`src/vcache_consts.svh`:
```
// ==========================================================
// vcache constants
// sizes of the cache bank, link fields and DRAM model
// ==========================================================
`ifndef VCACHE_CONSTS_SVH
`define VCACHE_CONSTS_SVH

`define DATA_WIDTH       32
`define ADDR_WIDTH       12
`define BLOCK_WORDS      4
`define BLOCK_WIDTH      128
`define SETS             16
`define X_CORD_WIDTH     2
`define Y_CORD_WIDTH     2
`define LOAD_ID_WIDTH    4
`define MEM_LATENCY      4
`define MISS_CTR_WIDTH   16

// derived widths
`define MASK_WIDTH       (`DATA_WIDTH / 8)
`define OFFSET_WIDTH     $clog2(`BLOCK_WORDS)
`define INDEX_WIDTH      $clog2(`SETS)
`define TAG_WIDTH        (`ADDR_WIDTH - `INDEX_WIDTH - `OFFSET_WIDTH)
`define BLOCK_ADDR_WIDTH (`ADDR_WIDTH - `OFFSET_WIDTH)
`define MEM_BLOCKS       (1 << `BLOCK_ADDR_WIDTH)
`define LAT_CTR_WIDTH    3

`endif
```
`src/noc_link_pkg.sv`:
```
// ==========================================================
// noc_link_pkg
// request opcodes carried on the tile network link
// ==========================================================
package noc_link_pkg;

  typedef enum logic [0:0] {
    LINK_LOAD  = 1'b0,
    LINK_STORE = 1'b1
  } link_op_e;

endpackage

```
`src/link_to_cache.sv`:
```
// ==========================================================
// link_to_cache
// turns link requests into cache commands and returns
// responses to the requesting tile
// ==========================================================
`timescale 1ns/10ps
`include "vcache_consts.svh"

module link_to_cache (
  input  logic                          clk,
  input  logic                          reset,
  input  logic                          req_v_i,
  output logic                          req_ready_o,
  input  noc_link_pkg::link_op_e        req_op_i,
  input  logic [`ADDR_WIDTH-1:0]        req_addr_i,
  input  logic [`DATA_WIDTH-1:0]        req_data_i,
  input  logic [`MASK_WIDTH-1:0]        req_mask_i,
  input  logic [`X_CORD_WIDTH-1:0]      req_src_x_i,
  input  logic [`Y_CORD_WIDTH-1:0]      req_src_y_i,
  input  logic [`LOAD_ID_WIDTH-1:0]     req_load_id_i,
  output logic                          resp_v_o,
  input  logic                          resp_ready_i,
  output noc_link_pkg::link_op_e        resp_op_o,
  output logic [`DATA_WIDTH-1:0]        resp_data_o,
  output logic [`LOAD_ID_WIDTH-1:0]     resp_load_id_o,
  output logic [`X_CORD_WIDTH-1:0]      resp_dst_x_o,
  output logic [`Y_CORD_WIDTH-1:0]      resp_dst_y_o,
  output logic                          cmd_v_o,
  input  logic                          cmd_ready_i,
  output noc_link_pkg::link_op_e        cmd_op_o,
  output logic [`ADDR_WIDTH-1:0]        cmd_addr_o,
  output logic [`DATA_WIDTH-1:0]        cmd_data_o,
  output logic [`MASK_WIDTH-1:0]        cmd_mask_o,
  input  logic                          cache_v_i,
  input  logic [`DATA_WIDTH-1:0]        cache_data_i
);
  import noc_link_pkg::*;

  logic                      en_r;
  logic                      pend_v_r;
  logic                      cmd_pend_r;
  link_op_e                  pend_op_r;
  logic [`ADDR_WIDTH-1:0]    pend_addr_r;
  logic [`DATA_WIDTH-1:0]    pend_data_r;
  logic [`MASK_WIDTH-1:0]    pend_mask_r;
  logic [`X_CORD_WIDTH-1:0]  pend_x_r;
  logic [`Y_CORD_WIDTH-1:0]  pend_y_r;
  logic [`LOAD_ID_WIDTH-1:0] pend_id_r;
  logic                      resp_v_r;
  logic                      req_fire;

  // one request in flight at a time
  assign req_ready_o = en_r && !pend_v_r;
  assign req_fire    = req_v_i && req_ready_o;

  // hold the command back while a response still waits on the link,
  // so the completion pulse always finds a free response slot
  assign cmd_v_o    = cmd_pend_r && !resp_v_r;
  assign cmd_op_o   = pend_op_r;
  assign cmd_addr_o = pend_addr_r;
  assign cmd_data_o = pend_data_r;
  assign cmd_mask_o = pend_mask_r;
  assign resp_v_o   = resp_v_r;

  always_ff @(posedge clk) begin
    if (!reset) begin
      en_r       <= 1'b0;
      pend_v_r   <= 1'b0;
      cmd_pend_r <= 1'b0;
      resp_v_r   <= 1'b0;
    end else begin
      en_r <= 1'b1;
      if (req_fire) begin
        pend_v_r   <= 1'b1;
        cmd_pend_r <= 1'b1;
      end else begin
        if (cmd_v_o && cmd_ready_i)
          cmd_pend_r <= 1'b0;
        if (cache_v_i)
          pend_v_r <= 1'b0;
      end
      if (cache_v_i)
        resp_v_r <= 1'b1;
      else if (resp_ready_i)
        resp_v_r <= 1'b0;
    end
  end

  // request payload and return routing
  always_ff @(posedge clk) begin
    if (req_fire) begin
      pend_op_r   <= req_op_i;
      pend_addr_r <= req_addr_i;
      pend_data_r <= req_data_i;
      pend_mask_r <= req_mask_i;
      pend_x_r    <= req_src_x_i;
      pend_y_r    <= req_src_y_i;
      pend_id_r   <= req_load_id_i;
    end
    if (cache_v_i) begin
      resp_op_o      <= pend_op_r;
      resp_data_o    <= cache_data_i;
      resp_load_id_o <= pend_id_r;
      resp_dst_x_o   <= pend_x_r;
      resp_dst_y_o   <= pend_y_r;
    end
  end

endmodule

```
`config.mk`:
```
export PLATFORM = sky130hd
export DESIGN_NAME = link_to_cache
export DESIGN_NICKNAME = d
export VERILOG_FILES = /design/src/noc_link_pkg.sv /design/src/link_to_cache.sv
export VERILOG_INCLUDE_DIRS = /design/src /design/src/src
export SDC_FILE = /design/constraint.sdc
export NUM_CORES = 1
export LEC_CHECK = 0
export BUFFER_PORTS_ARGS = -buffer_cell sky130_fd_sc_hd__buf_2
export CORE_UTILIZATION = 44
export CTS_BUF_LIST = sky130_fd_sc_hd__clkbuf_4 sky130_fd_sc_hd__clkbuf_8
export CTS_CLUSTER_DIAMETER = 30
export DETAILED_ROUTE_END_ITERATION = 7
export HOLD_SLACK_MARGIN = 0.15
export PLACE_DENSITY = 0.9
export SYNTH_ARGS = -nofsm -noshare
export SYNTH_HDL_FRONTEND = slang
export SYNTH_SLANG_ARGS = --single-unit
```
`constraint.sdc`:
```
create_clock -name clk -period 3.01 [get_ports clk]
set_input_delay 0.602 -clock clk [delete_from_list [all_inputs] [get_ports clk]]
set_output_delay 0.602 -clock clk [all_outputs]
set_load 0.05 [all_outputs]
```
After elaboration in Yosys (flattened, before gate mapping):

Index checks and enable logic that the tools add are counted.

* register bits after elaboration: 102
* bits of input ports: 95
* logic and storage cells: 32

* muxes and demuxes: 7
* reductions and logical operators: 9

Operators by type and width (number)
* $mux 1: 7
* $reduce_bool 2->1: 3
* $logic_and 1x1->1: 4
* $logic_not 1->1: 2

Longest topological paths before layout:

* word-level depth: 5
* mapped depth: 2
* gate-level depth less buffers: 2

Least setup slack after synthesis:

OpenSTA, ideal clock, no wires.

* path kind: register to register
* start: reg en_r
* end: reg pend_addr_r[0], in the netlist cmd_addr_o[0], enable pin
* arrival time: 2.239 ns
* path slack: 0.351 ns
* cell stages (with the launch flop): 3
* cell sequence: dfxtp_1 nor2b_2 and2_1

* word-level cells in the longest chain between the ends: 2

Ends and longest elaborated chain
* start: declaration: line link_to_cache.sv:39 `logic en_r;`
* start signal: assignment: line link_to_cache.sv:67 `en_r <= 1'b0;`
* start signal: assignment: line link_to_cache.sv:72 `en_r <= 1'b1;`
* $logic_and 1x1->1: line link_to_cache.sv:53 `assign req_ready_o = en_r && !pend_v_r;`
* net req_ready_o: line link_to_cache.sv:13 `output logic req_ready_o,`
* $logic_and 1x1->1: line link_to_cache.sv:54 `assign req_fire = req_v_i && req_ready_o;`
* net req_fire: line link_to_cache.sv:50 `logic req_fire;`
* end signal: assignment: line link_to_cache.sv:93 `pend_addr_r <= req_addr_i;`
* end: declaration: line link_to_cache.sv:43 `` logic [`ADDR_WIDTH-1:0] pend_addr_r; ``

The timed path passes the listed nets, and every way through them passes these cells.
A chain may end at the register's enable or synchronous reset.

Final worst setup path:

* start: reg en_r
* end: out req_ready_o

* word-level cells in the longest chain between the ends: 1

Ends and longest elaborated chain (line)
* $logic_and 1x1->1: link_to_cache.sv:53
* end: declaration: link_to_cache.sv:13

Every way passes these cells.

==> impl_metrics.prom <==
# TYPE chip_impl_metric gauge
chip_impl_metric{name="finalSetupTns",unit="ps"} 0
chip_impl_metric{name="numCtsBuffers",unit=""} 9
chip_impl_metric{name="min_period_over_period",unit="%"} 56.5
chip_impl_metric{name="skew",unit="ps"} 12.6
chip_impl_metric{name="ctsHoldBuffers",unit=""} 0
chip_impl_metric{name="finalWorstPathRequiredPeriod",unit="ps"} 1700
chip_impl_metric{name="hold_viol_final",unit=""} 0
chip_impl_metric{name="drc",unit=""} 0
chip_impl_metric{name="wl_per_cell",unit="µm"} 14.5
chip_impl_metric{name="post_cts_resize_count",unit=""} 0
chip_impl_info{name="timing.rr.start",value="en_r$_DFF_P_"} 1
chip_impl_metric{name="clkSlewWorstSetupHoldPaths",unit="ps"} 100
chip_impl_metric{name="clock-sinks",unit=""} 102
chip_impl_metric{name="synthCells",unit=""} 113
chip_impl_metric{name="gr-total-overflow",unit=""} 0
chip_impl_metric{name="arrival",unit="ps"} 1100
chip_impl_metric{name="layout-drive-gt1-share",unit="%"} 64.7
chip_impl_info{name="ctsRootBufferMaster",value="clkbuf_8"} 1
chip_impl_metric{name="insertedDiodeCount",unit=""} 0
chip_impl_metric{name="final-seq-area",unit="µm²"} 3020
chip_impl_metric{name="port-buffer-count",unit=""} 187
chip_impl_metric{name="utilization",unit="%"} 64.1
chip_impl_metric{name="timing.max_slew.rel_slack",unit="%"} 42.7
chip_impl_info{name="netlist_top_cells_area",value="edfxtp_1 95%, dfxtp_1 2.6%, nor2b_1 0.61%, nand4b_1 0.28%, nor2b_2 0.28%"} 1
chip_impl_metric{name="starting_density",unit="%"} 45.5
chip_impl_metric{name="worstHoldPathCells",unit=""} 1
chip_impl_metric{name="routed_wl",unit="µm"} 6000
chip_impl_metric{name="grt_start_max_net_pins",unit=""} 58
chip_impl_metric{name="die_area",unit="µm²"} 7370
chip_impl_metric{name="yosys.area.top_type_share",unit="%"} 95.1
chip_impl_metric{name="detailroute.via_count",unit=""} 1805
chip_impl_metric{name="timing.reg2reg.worst_path_depth",unit=""} 3
chip_impl_metric{name="first_pass_iters",unit=""} 4
chip_impl_metric{name="r2r_setup_slack",unit="ps"} 1440
chip_impl_metric{name="synth_cell_type_count",unit=""} 10
chip_impl_metric{name="report.final.setup_viol",unit=""} 0
chip_impl_metric{name="clockBufferDepth",unit=""} 2
chip_impl_metric{name="achievable-frequency",unit="GHz"} 0.589
chip_impl_info{name="hold_path.class",value="in -> reg"} 1
chip_impl_info{name="rsz0062_at_grt",value="no"} 1
chip_impl_metric{name="pin_count",unit=""} 188
chip_impl_info{name="synth_top_area_cell",value="edfxtp_1"} 1
chip_impl_metric{name="dpl.hpwl",unit="µm"} 4530
chip_impl_metric{name="place_inst",unit=""} 397
chip_impl_metric{name="areaGrowthSynthToFinish",unit="%"} 40.9
chip_impl_metric{name="final-instance-count-excl-fill",unit=""} 413
chip_impl_info{name="path_class",value="reg -> out"} 1
chip_impl_metric{name="place_worst_setup_slack",unit="ps"} 1240
chip_impl_metric{name="timing_worst_slew_pin_value",unit="ps"} 860
chip_impl_metric{name="post-route-worst-setup-slack",unit="ps"} 1310
chip_impl_metric{name="die_width",unit="µm"} 85.8
chip_impl_metric{name="maxCapViolCount",unit=""} 0
chip_impl_metric{name="postSynthAreaPerCell",unit="µm²"} 27.4
chip_impl_metric{name="die_height",unit="µm"} 85.8
chip_impl_metric{name="rows",unit=""} 30
chip_impl_metric{name="clock_insertion_delay_worst_skew",unit="ps"} 350
chip_impl_info{name="crit_slowest_cell",value="dfxtp_1"} 1
chip_impl_metric{name="seq_area_frac_synth",unit="%"} 97.7
chip_impl_metric{name="num-nets-final",unit=""} 407
chip_impl_metric{name="postLayoutCellArea",unit="µm²"} 4360
chip_impl_metric{name="dpl_cell_area",unit="µm²"} 4160
chip_impl_metric{name="core_area",unit="µm²"} 6790
chip_impl_metric{name="grtUsageTotal",unit="%"} 16.2
chip_impl_metric{name="peakVddDrop",unit="µV"} 353
chip_impl_metric{name="first_pass_grt_wire_length",unit="µm"} 8610
chip_impl_metric{name="first_global_vias",unit=""} 1903
chip_impl_metric{name="syn_nets",unit=""} 208
chip_impl_metric{name="ctsHtreeMaxLevel",unit=""} 3
chip_impl_metric{name="post-cts-setup-buffers",unit=""} 0
chip_impl_metric{name="critical_path_required",unit="ps"} 2410
chip_impl_metric{name="slowest_delay",unit="ps"} 340
chip_impl_metric{name="detail_route.iter0.violations",unit=""} 52
chip_impl_metric{name="synthesis.yosys.warnings",unit=""} 0
chip_impl_metric{name="worstPathMaxFanout",unit=""} 2
chip_impl_metric{name="multiInputGateArea",unit="µm²"} 71.3
chip_impl_metric{name="postSynthRegisterBits",unit=""} 102
chip_impl_metric{name="finalMaxSlewViolations",unit=""} 0
chip_impl_metric{name="fillCellCount",unit=""} 496
chip_impl_metric{name="critPathBufInv",unit=""} 1
chip_impl_info{name="rr_endpoint",value="cmd_op_o$_DFFE_PP_"} 1
chip_impl_metric{name="antenna_found_initial",unit=""} 0
chip_impl_info{name="cts_tree",value="done"} 1
chip_impl_metric{name="crit_cells",unit=""} 2
chip_impl_metric{name="postRouteAntennaNets",unit=""} 0
chip_impl_metric{name="power_per_cell_area",unit="nW/µm²"} 671
chip_impl_metric{name="globalplace.congestion",unit=""} 0.708
chip_impl_metric{name="vias_per_cell",unit=""} 4.37
chip_impl_metric{name="hold_slack",unit="ps"} 406
chip_impl_info{name="timing.critical_path.from",value="en_r$_DFF_P_"} 1
chip_impl_metric{name="totalPowerFinal",unit="mW"} 2.92
chip_impl_info{name="end_kind",value="output pin"} 1
chip_impl_info{name="timing.critical_path.from_type",value="register"} 1
chip_impl_info{name="cell_chain_of_the_critical_path",value="nor2b_2 > buf_2"} 1
chip_impl_metric{name="power.leakage",unit="nW"} 1.84
chip_impl_info{name="status",value="finished clean"} 1
chip_impl_metric{name="cell_area_after_technology_mapping",unit="µm²"} 3090
chip_impl_info{name="worst_setup_path_endpoint",value="req_ready_o"} 1
chip_impl_info{name="cp_top_family",value="flip-flops"} 1
where the power goes:
part           internal, mW  leakage, nW  total (mW)  switching [mW]
Sequential             1.64        0.966        1.66          0.0189
Clock                 0.400       0.0988       0.848           0.447
Combinational        0.0925        0.772       0.410           0.318
Total                  2.14         1.84        2.92           0.784
layout make-up:
class	count	area share, %
clock buffer	10	3.02
multi-input combinational	11	1.64
tap	96	2.76
timing repair buffer	188	21.7
sequential	102	69.4
clock inverter	6	1.55
cells by family after synthesis:
logic type      Yosys count  share of synthesized area, %
simple gates              9                          1.86
flops                   102                          97.7
compound gates            2                         0.404
synthesized netlist by cell type:
cell      number
nand2_1        2
nand4b_1       1
o21ai_0        1
o21a_1         1
edfxtp_1      98
and2_1         1
dfxtp_1        4
nand3b_1       1
nor2b_1        3
nor2b_2        1
state kept, by name, summed over array words and instances (netlist names), 4 cells and up:
register / flops
resp_data_o: 32
resp_load_id_o: 4
cmd_mask_o: 4
cmd_addr_o: 12
cmd_data_o: 32
pend_id_r: 4
worst min-delay path by stage:
stage / from / to / slack, ps
floorplan: pend_x_r[0]$_DFFE_PP_ / resp_dst_x_o[0]$_DFFE_PP_ / 400
global placement: pend_x_r[1]$_DFFE_PP_ / resp_dst_x_o[1]$_DFFE_PP_ / 400
detailed placement: pend_x_r[0]$_DFFE_PP_ / resp_dst_x_o[0]$_DFFE_PP_ / 400
CTS: reset / en_r$_DFF_P_ / 390
global route: req_mask_i[1] / cmd_mask_o[1]$_DFFE_PP_ / 390
finish: reset / en_r$_DFF_P_ / 410
cell usage in the layout, fill, tap and decap left out:
cell type   netlist  layout
buf_2             0     187
edfxtp_1         98      98
clkbuf_8          0       9
dfxtp_1           4       4
nor2b_1           3       3
inv_6             0       3
nand2_1           2       2
nor2b_2           1       1
and2_2            0       1
nand4b_1          1       1
o21ai_0           1       1
o21a_1            1       1
nand3b_1          1       1
clkinvlp_4        0       1
bufinv_16         0       1
clkinv_1          0       1
clkbuf_4          0       1
buf_4             0       1
metal layers:
layer  share of wire (%)  global-route usage (%)
met5                   0                       0
met4                 1.0                    7.73
met3                  12                    7.41
met2                  52                    28.8
met1                  35                    16.0
(Power assumes the default switching activity.)
